--- config.mk ---
export PLATFORM = sky130hd
export DESIGN_NAME = vlcm_top
export DESIGN_NICKNAME = d
export VERILOG_FILES = /design/src/hw/vlcm_pkg.sv /design/src/hw/gcd_engine.sv /design/src/hw/scalar_lcm.sv /design/src/hw/seq_divider.sv /design/src/hw/vector_lcm.sv /design/src/hw/vlcm_top.sv
export VERILOG_INCLUDE_DIRS = /design/src /design/src/hw
export SDC_FILE = /design/constraint.sdc
export NUM_CORES = 1
export LEC_CHECK = 0
export ABC_AREA = 1
export BUFFER_PORTS_ARGS = -buffer_cell sky130_fd_sc_hd__buf_2
export CAP_MARGIN = 20
export CELL_PAD_IN_SITES_DETAIL_PLACEMENT = 0
export CELL_PAD_IN_SITES_GLOBAL_PLACEMENT = 1
export CORE_ASPECT_RATIO = 2
export CORE_MARGIN = 3
export CORE_UTILIZATION = 40
export DETAILED_ROUTE_END_ITERATION = 7
export PLACE_DENSITY_LB_ADDON = 0.2
export SLEW_MARGIN = 20
export SYNTH_ARGS = -nofsm -noshare
export SYNTH_HDL_FRONTEND = slang
export SYNTH_SLANG_ARGS = --single-unit
--- constraint.sdc ---
create_clock -name CLK -period 7.55 [get_ports CLK]
set_input_delay 1.1325 -clock CLK [delete_from_list [all_inputs] [get_ports CLK]]
set_output_delay 1.1325 -clock CLK [all_outputs]
set_load 0.1 [all_outputs]
--- src/hw/vlcm_config.svh ---
/*
 * Vector LCM configuration
 * Element, modulus and count widths shared by the RTL and the testbench
 */

`ifndef VLCM_CONFIG_SVH
`define VLCM_CONFIG_SVH

// Element and modulus width in bits
`define VLCM_DATA_W 16

// Vector length and element index width in bits
`define VLCM_CNT_W 8

`endif

--- src/hw/vlcm_pkg.sv ---
/*
 * Vector LCM package
 * Data, product and count types plus the FSM state encodings
 */

`default_nettype none

`include "vlcm_config.svh"

package vlcm_pkg;

  // Operand, modulus, gcd and result word
  typedef logic [`VLCM_DATA_W-1:0] data_t;
  // Full product of two data words
  typedef logic [2*`VLCM_DATA_W-1:0] wide_t;
  // Vector length and element index
  typedef logic [`VLCM_CNT_W-1:0] count_t;

  // Scalar unit phases
  typedef enum logic [2:0] {
    LCM_IDLE,
    LCM_GCD,
    LCM_DIV_G,
    LCM_MUL_MOD,
    LCM_DONE
  } lcm_state_e;

  // Vector sequencer states
  typedef enum logic [1:0] {
    SEQ_IDLE,
    SEQ_COLLECT,
    SEQ_COMPUTE,
    SEQ_EMIT
  } seq_state_e;

endpackage

`default_nettype wire

--- src/hw/gcd_engine.sv ---
/*
 * Subtractive GCD engine
 * Subtracts the smaller register from the larger one per cycle until
 * both match; a zero operand returns zero right away
 */

`default_nettype none

module gcd_engine (
  input  wire logic            CLK,
  input  wire logic            RST,
  input  wire logic            start,
  input  wire vlcm_pkg::data_t op_a,
  input  wire vlcm_pkg::data_t op_b,
  output logic                 done,
  output vlcm_pkg::data_t      gcd
);

  ////////////////////////////////////////////////////////////////////////////
  // Signals
  ////////////////////////////////////////////////////////////////////////////

  logic            busy;
  logic            zero_op;
  // Working pair, reduced in place
  vlcm_pkg::data_t x_q;
  vlcm_pkg::data_t y_q;

  ////////////////////////////////////////////////////////////////////////////
  // Body
  ////////////////////////////////////////////////////////////////////////////

  // gcd(x, 0) handled as zero, lcm is zero anyway
  assign zero_op = (op_a == '0) || (op_b == '0);

  // Busy flag and done pulse
  always_ff @(posedge CLK or posedge RST) begin
    if (RST) begin
      busy <= 1'b0;
      done <= 1'b0;
    end else begin
      done <= 1'b0;
      if (start) begin
        // Zero operand retires in the start cycle
        if (zero_op) begin
          done <= 1'b1;
        end else begin
          busy <= 1'b1;
        end
      end else if (busy && (x_q == y_q)) begin
        busy <= 1'b0;
        done <= 1'b1;
      end
    end
  end

  // Subtraction datapath
  always_ff @(posedge CLK) begin
    if (start) begin
      x_q <= op_a;
      y_q <= op_b;
      if (zero_op) begin
        gcd <= '0;
      end
    end else if (busy) begin
      if (x_q > y_q) begin
        x_q <= x_q - y_q;
      end else if (y_q > x_q) begin
        y_q <= y_q - x_q;
      end else begin
        // Converged
        gcd <= x_q;
      end
    end
  end

  // Caller waits for done before the next start
  start_when_idle: assert property (@(posedge CLK) disable iff (RST) busy |-> !start)
    else $error("gcd_engine start while busy");

endmodule

`default_nettype wire

--- src/hw/scalar_lcm.sv ---
/*
 * Scalar modular LCM
 * result = lcm(op_a, op_b) mod modulus, computed as
 * ((op_a / gcd) * op_b) mod modulus with one shared divider
 */

`default_nettype none

module scalar_lcm (
  input  wire logic            CLK,
  input  wire logic            RST,
  input  wire logic            start,
  input  wire vlcm_pkg::data_t op_a,
  input  wire vlcm_pkg::data_t op_b,
  input  wire vlcm_pkg::data_t modulus,
  output logic                 done,
  output vlcm_pkg::data_t      result
);

  ////////////////////////////////////////////////////////////////////////////
  // Signals
  ////////////////////////////////////////////////////////////////////////////

  vlcm_pkg::lcm_state_e state;
  logic                 zero_op;

  // GCD engine
  logic                 gcd_start;
  logic                 gcd_done;
  vlcm_pkg::data_t      gcd_val;

  // Shared divider
  logic                 div_start;
  logic                 div_done;
  vlcm_pkg::wide_t      div_dividend;
  vlcm_pkg::data_t      div_divisor;
  vlcm_pkg::wide_t      div_quo;
  vlcm_pkg::data_t      div_rem;

  // (a / g) * b, always below 2^(2*DATA_W)
  vlcm_pkg::wide_t      prod_q;

  ////////////////////////////////////////////////////////////////////////////
  // Body
  ////////////////////////////////////////////////////////////////////////////

  assign zero_op = (op_a == '0) || (op_b == '0);

  // Divider operands by phase, sampled on div_start
  assign div_dividend = (state == vlcm_pkg::LCM_MUL_MOD) ? prod_q : vlcm_pkg::wide_t'(op_a);
  assign div_divisor  = (state == vlcm_pkg::LCM_MUL_MOD) ? modulus : gcd_val;

  // Phase sequencing
  always_ff @(posedge CLK or posedge RST) begin
    if (RST) begin
      state     <= vlcm_pkg::LCM_IDLE;
      gcd_start <= 1'b0;
      div_start <= 1'b0;
      done      <= 1'b0;
    end else begin
      gcd_start <= 1'b0;
      div_start <= 1'b0;
      done      <= 1'b0;
      case (state)
        vlcm_pkg::LCM_IDLE: begin
          if (start) begin
            // Zero operand skips all arithmetic
            if (zero_op) begin
              state <= vlcm_pkg::LCM_DONE;
            end else begin
              gcd_start <= 1'b1;
              state     <= vlcm_pkg::LCM_GCD;
            end
          end
        end
        vlcm_pkg::LCM_GCD: begin
          if (gcd_done) begin
            div_start <= 1'b1;
            state     <= vlcm_pkg::LCM_DIV_G;
          end
        end
        vlcm_pkg::LCM_DIV_G: begin
          // Product lands with the second divider start
          if (div_done) begin
            div_start <= 1'b1;
            state     <= vlcm_pkg::LCM_MUL_MOD;
          end
        end
        vlcm_pkg::LCM_MUL_MOD: begin
          if (div_done) begin
            state <= vlcm_pkg::LCM_DONE;
          end
        end
        vlcm_pkg::LCM_DONE: begin
          done  <= 1'b1;
          state <= vlcm_pkg::LCM_IDLE;
        end
        default: state <= vlcm_pkg::LCM_IDLE;
      endcase
    end
  end

  // Product and result, held until the next start
  always_ff @(posedge CLK) begin
    if ((state == vlcm_pkg::LCM_DIV_G) && div_done) begin
      prod_q <= div_quo * vlcm_pkg::wide_t'(op_b);
    end
    if ((state == vlcm_pkg::LCM_IDLE) && start && zero_op) begin
      result <= '0;
    end else if ((state == vlcm_pkg::LCM_MUL_MOD) && div_done) begin
      result <= div_rem;
    end
  end

  gcd_engine gcd_engine_i (
    .CLK   (CLK),
    .RST   (RST),
    .start (gcd_start),
    .op_a  (op_a),
    .op_b  (op_b),
    .done  (gcd_done),
    .gcd   (gcd_val)
  );

  seq_divider seq_divider_i (
    .CLK       (CLK),
    .RST       (RST),
    .start     (div_start),
    .dividend  (div_dividend),
    .divisor   (div_divisor),
    .done      (div_done),
    .quotient  (div_quo),
    .remainder (div_rem)
  );

endmodule

`default_nettype wire

--- src/hw/seq_divider.sv ---
/*
 * Sequential restoring divider
 * Wide dividend over a data-width divisor, one quotient bit per cycle,
 * done pulse 2*DATA_W+1 cycles after start
 */

`default_nettype none

`include "vlcm_config.svh"

module seq_divider (
  input  wire logic            CLK,
  input  wire logic            RST,
  input  wire logic            start,
  input  wire vlcm_pkg::wide_t dividend,
  input  wire vlcm_pkg::data_t divisor,
  output logic                 done,
  output vlcm_pkg::wide_t      quotient,
  output vlcm_pkg::data_t      remainder
);

  localparam int DW    = `VLCM_DATA_W;
  localparam int STEPS = 2 * DW;
  localparam int CW    = $clog2(STEPS);

  logic            busy;
  logic [CW-1:0]   step_q;
  vlcm_pkg::data_t dvs_q;
  // Partial remainder with the next dividend bit shifted in
  logic [DW:0]     partial;
  logic [DW:0]     diff;
  logic            fits;

  assign partial = {remainder, quotient[STEPS-1]};
  assign diff    = partial - {1'b0, dvs_q};
  // No borrow out of the trial subtraction
  assign fits    = !diff[DW];

  // Step counter and done pulse
  always_ff @(posedge CLK or posedge RST) begin
    if (RST) begin
      busy   <= 1'b0;
      done   <= 1'b0;
      step_q <= '0;
    end else begin
      done <= 1'b0;
      if (start) begin
        busy   <= 1'b1;
        step_q <= '0;
      end else if (busy) begin
        step_q <= step_q + 1'b1;
        if (step_q == CW'(STEPS - 1)) begin
          busy <= 1'b0;
          done <= 1'b1;
        end
      end
    end
  end

  // Quotient register doubles as the dividend shifter
  always_ff @(posedge CLK) begin
    if (start) begin
      quotient  <= dividend;
      remainder <= '0;
      dvs_q     <= divisor;
    end else if (busy) begin
      quotient  <= {quotient[STEPS-2:0], fits};
      remainder <= fits ? diff[DW-1:0] : partial[DW-1:0];
    end
  end

  divisor_nonzero: assert property (@(posedge CLK) disable iff (RST)
    start |-> (divisor != '0))
    else $error("seq_divider started with zero divisor");

endmodule

`default_nettype wire

--- src/hw/vector_lcm.sv ---
/*
 * Vector LCM sequencer
 * Latches length and modulus, pairs the A and B streams into a one-entry
 * buffer, runs the scalar unit and emits results with a last flag
 */

`default_nettype none

module vector_lcm (
  input  wire logic             CLK,
  input  wire logic             RST,
  // Command stream
  input  wire logic             cmd_valid,
  output logic                  cmd_ready,
  input  wire vlcm_pkg::count_t cmd_len,
  input  wire vlcm_pkg::data_t  cmd_mod,
  // Operand streams
  input  wire logic             a_valid,
  output logic                  a_ready,
  input  wire vlcm_pkg::data_t  a_data,
  input  wire logic             b_valid,
  output logic                  b_ready,
  input  wire vlcm_pkg::data_t  b_data,
  // Result stream
  output logic                  out_valid,
  input  wire logic             out_ready,
  output vlcm_pkg::data_t       out_data,
  output logic                  out_last
);

  ////////////////////////////////////////////////////////////////////////////
  // Signals
  ////////////////////////////////////////////////////////////////////////////

  vlcm_pkg::seq_state_e state;
  vlcm_pkg::count_t     len_q;
  vlcm_pkg::count_t     issue_cnt;
  vlcm_pkg::count_t     emit_cnt;
  vlcm_pkg::data_t      mod_q;

  // Pair buffer, filled while the scalar unit runs
  vlcm_pkg::data_t      a_buf;
  vlcm_pkg::data_t      b_buf;
  logic                 a_full;
  logic                 b_full;

  // Scalar unit operands, stable from start to done
  vlcm_pkg::data_t      op_a_q;
  vlcm_pkg::data_t      op_b_q;
  logic                 lcm_start;
  logic                 lcm_done;
  vlcm_pkg::data_t      lcm_res;

  logic cmd_fire, a_fire, b_fire, out_fire;
  logic more_to_issue, launch, out_free, out_load;

  ////////////////////////////////////////////////////////////////////////////
  // Handshakes
  ////////////////////////////////////////////////////////////////////////////

  assign more_to_issue = (issue_cnt != len_q);
  assign cmd_ready     = (state == vlcm_pkg::SEQ_IDLE);
  // Accept only elements of the current command
  assign a_ready       = (state != vlcm_pkg::SEQ_IDLE) && !a_full && more_to_issue;
  assign b_ready       = (state != vlcm_pkg::SEQ_IDLE) && !b_full && more_to_issue;

  assign cmd_fire = cmd_valid && cmd_ready;
  assign a_fire   = a_valid && a_ready;
  assign b_fire   = b_valid && b_ready;
  assign out_fire = out_valid && out_ready;

  assign out_free = !out_valid || out_ready;
  assign launch   = (state == vlcm_pkg::SEQ_COLLECT) && a_full && b_full;
  // Pending scalar result moves into the output register
  assign out_load = (state == vlcm_pkg::SEQ_EMIT) && out_free;

  ////////////////////////////////////////////////////////////////////////////
  // Control
  ////////////////////////////////////////////////////////////////////////////

  always_ff @(posedge CLK or posedge RST) begin
    if (RST) begin
      state     <= vlcm_pkg::SEQ_IDLE;
      len_q     <= '0;
      issue_cnt <= '0;
      emit_cnt  <= '0;
      a_full    <= 1'b0;
      b_full    <= 1'b0;
      lcm_start <= 1'b0;
      out_valid <= 1'b0;
      out_last  <= 1'b0;
    end else begin
      lcm_start <= launch;

      if (a_fire) begin
        a_full <= 1'b1;
      end else if (launch) begin
        a_full <= 1'b0;
      end
      if (b_fire) begin
        b_full <= 1'b1;
      end else if (launch) begin
        b_full <= 1'b0;
      end

      // Output register, last flag from the emit index
      if (out_load) begin
        out_valid <= 1'b1;
        out_last  <= (emit_cnt == len_q - vlcm_pkg::count_t'(1));
        emit_cnt  <= emit_cnt + 1'b1;
      end else if (out_fire) begin
        out_valid <= 1'b0;
        out_last  <= 1'b0;
      end

      case (state)
        vlcm_pkg::SEQ_IDLE: begin
          if (cmd_fire) begin
            len_q     <= cmd_len;
            issue_cnt <= '0;
            emit_cnt  <= '0;
            state     <= vlcm_pkg::SEQ_COLLECT;
          end
        end
        vlcm_pkg::SEQ_COLLECT: begin
          if (launch) begin
            issue_cnt <= issue_cnt + 1'b1;
            state     <= vlcm_pkg::SEQ_COMPUTE;
          end else if (out_fire && out_last) begin
            // Command finished once the last result is taken
            state <= vlcm_pkg::SEQ_IDLE;
          end
        end
        vlcm_pkg::SEQ_COMPUTE: begin
          if (lcm_done) begin
            state <= vlcm_pkg::SEQ_EMIT;
          end
        end
        vlcm_pkg::SEQ_EMIT: begin
          // Held in the scalar unit while the output is stalled
          if (out_free) begin
            state <= vlcm_pkg::SEQ_COLLECT;
          end
        end
        default: state <= vlcm_pkg::SEQ_IDLE;
      endcase
    end
  end

  // Payload registers
  always_ff @(posedge CLK) begin
    if (cmd_fire) begin
      mod_q <= cmd_mod;
    end
    if (a_fire) begin
      a_buf <= a_data;
    end
    if (b_fire) begin
      b_buf <= b_data;
    end
    if (launch) begin
      op_a_q <= a_buf;
      op_b_q <= b_buf;
    end
    if (out_load) begin
      out_data <= lcm_res;
    end
  end

  scalar_lcm scalar_lcm_i (
    .CLK     (CLK),
    .RST     (RST),
    .start   (lcm_start),
    .op_a    (op_a_q),
    .op_b    (op_b_q),
    .modulus (mod_q),
    .done    (lcm_done),
    .result  (lcm_res)
  );

  cmd_mod_nonzero: assert property (@(posedge CLK) disable iff (RST)
    cmd_fire |-> (cmd_mod != '0))
    else $error("vector_lcm command with zero modulus");

  cmd_len_nonzero: assert property (@(posedge CLK) disable iff (RST)
    cmd_fire |-> (cmd_len != '0))
    else $error("vector_lcm command with zero length");

endmodule

`default_nettype wire

--- src/hw/vlcm_top.sv ---
/*
 * Vector LCM subsystem top level
 * Boundary around the vector sequencer
 */

`default_nettype none

module vlcm_top (
  input  wire logic             CLK,
  input  wire logic             RST,
  input  wire logic             cmd_valid,
  output logic                  cmd_ready,
  input  wire vlcm_pkg::count_t cmd_len,
  input  wire vlcm_pkg::data_t  cmd_mod,
  input  wire logic             a_valid,
  output logic                  a_ready,
  input  wire vlcm_pkg::data_t  a_data,
  input  wire logic             b_valid,
  output logic                  b_ready,
  input  wire vlcm_pkg::data_t  b_data,
  output logic                  out_valid,
  input  wire logic             out_ready,
  output vlcm_pkg::data_t       out_data,
  output logic                  out_last
);

  vector_lcm vector_lcm_i (
    .CLK       (CLK),
    .RST       (RST),
    .cmd_valid (cmd_valid),
    .cmd_ready (cmd_ready),
    .cmd_len   (cmd_len),
    .cmd_mod   (cmd_mod),
    .a_valid   (a_valid),
    .a_ready   (a_ready),
    .a_data    (a_data),
    .b_valid   (b_valid),
    .b_ready   (b_ready),
    .b_data    (b_data),
    .out_valid (out_valid),
    .out_ready (out_ready),
    .out_data  (out_data),
    .out_last  (out_last)
  );

endmodule

`default_nettype wire

### Word level (Yosys, flattened, before mapping)

Cells that the tools add are included.

| operators by class | value |
|---|---|
| $mul | 1 |
| $add $sub $neg | 7 |
| eq/ne operators | 24 |
| order comparisons | 2 |
| reduce and logical (&&, ||, !) cells | 45 |
| multiplexer cells | 62 |

Operators by type and width:

| cell | count |
|---|---|
| 2-to-1 mux 16 bit | 14 |
| 2-to-1 mux 32 bit | 3 |
| 2-to-1 mux 8 bit | 5 |
| greater-than comparator 16 bit | 2 |
| zero test 16 bit | 2 |
| multiplier 32 x 16 -> 32 bit | 1 |
| subtractor 16 bit | 2 |
| 2-to-1 mux 1 bit | 24 |
| nonzero test 2 bit | 10 |
| logical AND 1 bit | 17 |
| subtractor 17 x 16 -> 17 bit | 1 |
| adder 8 x 1 -> 8 bit, second input constant | 2 |
| equality test 16 bit | 1 |
| one-hot mux 8 bit (2 select lines) | 1 |
| 2-to-1 mux 3 bit | 5 |
| inequality test 2 x 1 -> 1 bit, second input constant | 6 |
| inequality test 2 bit, second input constant | 6 |
| one-hot mux 3 bit (4 select lines) | 1 |
| AND reduction 4 bit | 3 |
| 2-to-1 mux 2 bit | 5 |
| 2-to-1 mux 5 bit | 2 |
| equality test 8 bit | 1 |
| inequality test 8 bit | 1 |
| one-hot mux 2 bit (4 select lines) | 1 |
| other kinds (16) | 25 |

| word-level totals | value |
|---|---|
| logic and storage cells | 173 |
| bits in registers | 302 |
| bits of input ports | 62 |
| output and inout port bits | 21 |

### Depth between registers and ports, before layout

| depth | value |
|---|---|
| depth in word-level cells | 6 |
| gate-level depth with buffers | 27 |
| mapped depth without buffers | 25 |

### Hierarchy

A second synthesis with hierarchy kept.

| unflattened totals | value |
|---|---|
| cell total of the unflattened synthesis | 3,411 |
| area, all modules | 27,639.0 µm² |

Modules (own cells, without submodules):

| module | cells each | seq. area each (µm²) | times used | area each (µm²) |
|---|---|---|---|---|
| scalar_lcm | 1,971 | 1,431.4 | 1 | 14,824.2 |
| vector_lcm | 364 | 3,658.5 | 1 | 4,844.6 |
| seq_divider | 534 | 1,936.9 | 1 | 4,020.1 |
| gcd_engine | 542 | 1,491.4 | 1 | 3,950.0 |

### Worst setup path before layout

Ideal clock, no wire load.

| timing | value |
|---|---|
| path kind | register to register |
| from | register vector_lcm_i.op_b_q[4] |
| to | register vector_lcm_i.scalar_lcm_i.prod_q[28], data pin |
| path buffers | 2 |
| period minus slack after synthesis | 5,541 ps |
| stages on the path, launching flop included | 22 |
| data arrival time | 5,288 ps |
| library setup time | 253 ps |
| required time | 7,297 ps |
| slack | 2,009 ps |
| cells stage by stage | edfxtp_1 clkbuf_1 buf_1 nand2_1 fa_1 inv_1 fa_1 inv_1 fa_1 inv_1 fa_1 fa_1 inv_1 fa_1 inv_1 ha_1 a21oi_1 o21ai_0 a221oi_1 nand3_1 nand2_1 nand2_1 |

| between the ends | value |
|---|---|
| cells in the longest elaborated chain, start to end | 1 |

RTL lines:

| item | RTL line | RTL |
|---|---|---|
| start, declared | vector_lcm.sv:49 | `vlcm_pkg::data_t op_b_q;` |
| start signal, assigned | vector_lcm.sv:163 | `op_b_q <= b_buf;` |
| multiplier 32 x 16 -> 32 bit | scalar_lcm.sv:106 | `prod_q <= div_quo * vlcm_pkg::wide_t'(op_b);` |
| end signal, assigned | scalar_lcm.sv:106 |  |
| end, declared | scalar_lcm.sv:41 | `vlcm_pkg::wide_t prod_q;` |

No other way between the ends.
A chain may end at the register's enable or synchronous reset.

### Final worst setup path

| timing | value |
|---|---|
| from | register vector_lcm_i.op_b_q[3] |
| to | register vector_lcm_i.scalar_lcm_i.prod_q[22], data pin |

Same word-level chain as after synthesis.

==> impl_metrics.csv <==
group,metric,value,unit
status,outcome,"completed",
place,place_hpwl,65900,um
clocking,cts_sinks,302,
worst_setup_path,crit_top_cell,"fa_1",
timing,final.setup.tns,0,ns
timing,clock_skew,0.0210,ns
logic_synthesis,syn_nets,3643,
global_route,grt_pass1_vias,22594,
floorplan,die_area,0.0701,sq mm
place,numPortBuffers,82,
worst_setup_path,crit_end,"vector_lcm_i.scalar_lcm_i.prod_q[22]$_DFFE_PP_",
logic_synthesis,synth.most_common_cell,"nand2_1",
logic_synthesis,synth.distinct_cells,55,
logic_synthesis,synthesis.area,0.0267,sq mm
worst_setup_path,reg2reg_depth,22,
drt,avgViaCountPerCell,4.99,
drt,vias,20340,
logic_synthesis,ys_ff_latch,302,
floorplan,die_x,189,um
drt,avgRoutedWirePerCell,20.0,um
finish,fin_util,43.9,%
timing,finalCritPeriodShare,93.2,%
timing,max_freq,142,MHz
clocking,holdBufCountCts,0,
timing,setup_violations,0,
worst_setup_path,crit_type,"reg2reg",
timing,slew_viol_final,0,
worst_setup_path,crit_start,"vector_lcm_i.op_b_q[3]$_DFFE_PP_",
clocking,clock_path_buffers,3,
global_route,grt_use_total,23.8,%
drt,wl,81700,um
timing,worst_pin_slew,1.08,ns
global_route,antenna_found_initial,0,
worst_setup_path,crit_fanout,18,
drt,ant_nets,0,
clocking,postCtsSetupBuffers,0,
logic_synthesis,synth_flop_cell,"edfxtp_1",
logic_synthesis,yosys-top-cells-count,"868 x nand2_1, 701 x inv_1, 307 x fa_1, 224 x edfxtp_1, 144 x nor2_1",
logic_synthesis,synth_area_leaders,"edfxtp_1 25%, fa_1 23%, nand2_1 12%",
timing,period_needed,7.04,ns
worst_setup_path,arrival,7.38,ns
logic_synthesis,synth_top_area_share,25.2,%
worst_setup_path,worstReg2RegStart,"vector_lcm_i.op_b_q[3]$_DFFE_PP_",
worst_setup_path,slowest_stage,"edfxtp_1",
clocking,cts_buffers,28,
finish,reg_top3,"vector_lcm_i.scalar_lcm_i.prod_q (32), vector_lcm_i.scalar_lcm_i.seq_divider_i.quotient (32)",
finish,fin_nets,3673,
worst_setup_path,worstSetupEndpointType,"flip-flop",
worst_setup_path,required,7.89,ns
place,place_inst,4027,
floorplan,rows,133,
floorplan,core_area,0.0659,sq mm
drt,drt_iter0_markers,815,
floorplan,die_h,371,um
clocking,clkLatencyLatePin,0.58,ns
logic_synthesis,yosysSeqAreaShare,31.9,%
worst_hold_path,hold_class,"reg2reg",
worst_setup_path,path_cells,"buf_4 -> nand2_1 -> fa_1 -> fa_1 -> fa_1 -> inv_1 -> fa_1 -> fa_1 -> inv_1 -> fa_1 -> inv_1 -> ha_1 -> a21oi_1 -> inv_1 -> a21oi_1 -> inv_1 -> a21oi_1 -> o21ai_1 -> nand2_1 -> nand2_1 -> nand2_1 -> nand2_1",
timing,grt_setup_unrepaired,"no",
logic_synthesis,syn_avg_cell_area,8.47,sq um
floorplan,ios,83,
worst_setup_path,max_stage_delay,1.04,ns
logic_synthesis,synth_top_cell_by_area,"edfxtp_1",
logic_synthesis,syn_inst,3151,
logic_synthesis,synth_warnings,0,
drt,drc,0,
finish,diodes,0,
worst_setup_path,reg2reg_to,"vector_lcm_i.scalar_lcm_i.prod_q[22]$_DFFE_PP_",
floorplan,initial_core_util,40.5,%
clocking,cts_tree,"done",
global_route,overflow,0,
clocking,clk_pin_slew_worst_paths,0.08,ns
logic_synthesis,async_reset_ff_share,15.2,%
finish,area_delta_synth_final,8.42,%
clocking,htreeDepth,1,
logic_synthesis,synth_edf_count,224,
clocking,cts_resized,0,
finish,final_cells,4080,
drt,drtPass1Iterations,5,
timing,finalHoldViolCount,0,
global_route,grt_max_degree,51,
timing,relSlewSlack,28.0,%
place,gp_congestion,0.953,
finish,drive_gt1_share,7.37,%
global_route,grt_pass1_wl,127000,um
worst_setup_path,start_kind,"flip-flop",
run,maxCapViolCount,0,
clocking,cts-root-buf,"clkbuf_16",
worst_setup_path,r2r_slack,0.51,ns
[worst max-delay path, delay by kind of cell (launching register included)]
| kind | cells | cell delay (ns) |
|---|---|---|
| AO/OA/AOI/OAI | 4 | 1.12 |
| adder cells (fa/ha/maj) | 7 | 3.48 |
| buffers and inverters | 6 | 0.69 |
| flip-flops | 1 | 1.04 |
| AND/OR/NAND/NOR | 5 | 0.43 |
[metal layers]
metal  global-route usage (%)  vias up  part of all wire [%]
met5                        0        -                     0
met4                     11.5        0                   5.4
met3                     1.75      206                   2.4
met2                     49.7      445                    59
met1                     22.7    10082                    33
li1                         -     9607                     -
[metrics by stage]
stage	setup WS [ns]	area, sq um	hold slack [ns]
2_1_floorplan	2.01	26700	0.400
4_1_cts	0.498	28900	0.421
5_1_grt	0.312	28900	0.427
6_report	0.514	28900	0.417
3_3_place_gp	0.447	28000	0.400
3_5_place_dp	0.539	28000	0.405
[layout make-up]
class                      count  area (sq um)
multi-input combinational   2012         15000
clock inverter                14           141
clock buffer                  38           769
inverter                     708          2660
fill                        6675         37000
tap                          877          1100
sequential                   302          8520
timing repair buffer         129           781
[cells by family (layout without fill, tap and decap cells)]
| family | Yosys count | in the layout | share of synthesized area (%) |
|---|---|---|---|
| simple gates | 1241 | 1241 | 19.5 |
| buf+inv | 837 | 889 | 12.0 |
| flops | 302 | 302 | 31.9 |
| compound gates | 281 | 281 | 5.79 |
| xor+xnor | 60 | 60 | 1.97 |
| fa+ha+maj | 430 | 430 | 28.8 |
[how the worst min path moves through the flow]
stage               slack [ns]                             start                                 to  cells past startpoint
CTS                       0.42   vector_lcm_i.b_buf[2]$_DFFE_PP_   vector_lcm_i.op_b_q[2]$_DFFE_PP_                      0
finish                    0.42  vector_lcm_i.b_buf[15]$_DFFE_PP_  vector_lcm_i.op_b_q[15]$_DFFE_PP_                      0
detailed placement        0.40   vector_lcm_i.a_buf[3]$_DFFE_PP_   vector_lcm_i.op_a_q[3]$_DFFE_PP_                      0
global placement          0.40  vector_lcm_i.a_buf[15]$_DFFE_PP_  vector_lcm_i.op_a_q[15]$_DFFE_PP_                      0
global route              0.43   vector_lcm_i.b_buf[4]$_DFFE_PP_   vector_lcm_i.op_b_q[4]$_DFFE_PP_                      0
floorplan                 0.40   vector_lcm_i.a_buf[0]$_DFFE_PP_   vector_lcm_i.op_a_q[0]$_DFFE_PP_                      0
[placed cells by master, fill, tap and decap left out, types with 4 or more instances in the layout]
| master | instances |
|---|---|
| a21o_1 | 9 |
| a21oi_1 | 99 |
| a21oi_2 | 5 |
| a31oi_1 | 10 |
| buf_2 | 82 |
| buf_4 | 46 |
| clkbuf_1 | 8 |
| clkbuf_16 | 30 |
| clkinv_2 | 6 |
| dfrtp_1 | 45 |
| dfxtp_1 | 32 |
| edfxtp_1 | 224 |
| fa_1 | 307 |
| ha_1 | 123 |
| inv_1 | 700 |
| inv_2 | 5 |
| nand2_1 | 868 |
| nand2_2 | 9 |
| nand3_1 | 119 |
| nand3_2 | 12 |
| nand3b_1 | 16 |
| nand4_1 | 12 |
| nor2_1 | 143 |
| nor2_2 | 7 |
| nor3_1 | 23 |
| nor4_1 | 10 |
| o211ai_1 | 4 |
| o21ai_0 | 113 |
| o21ai_1 | 15 |
| o21ai_2 | 4 |
| o21bai_1 | 9 |
| or2_2 | 7 |
| xnor2_1 | 24 |
| xor2_1 | 36 |
Power is not shown: default switching activity piles up to over one toggle a cycle in this logic, so the estimate is an artifact.
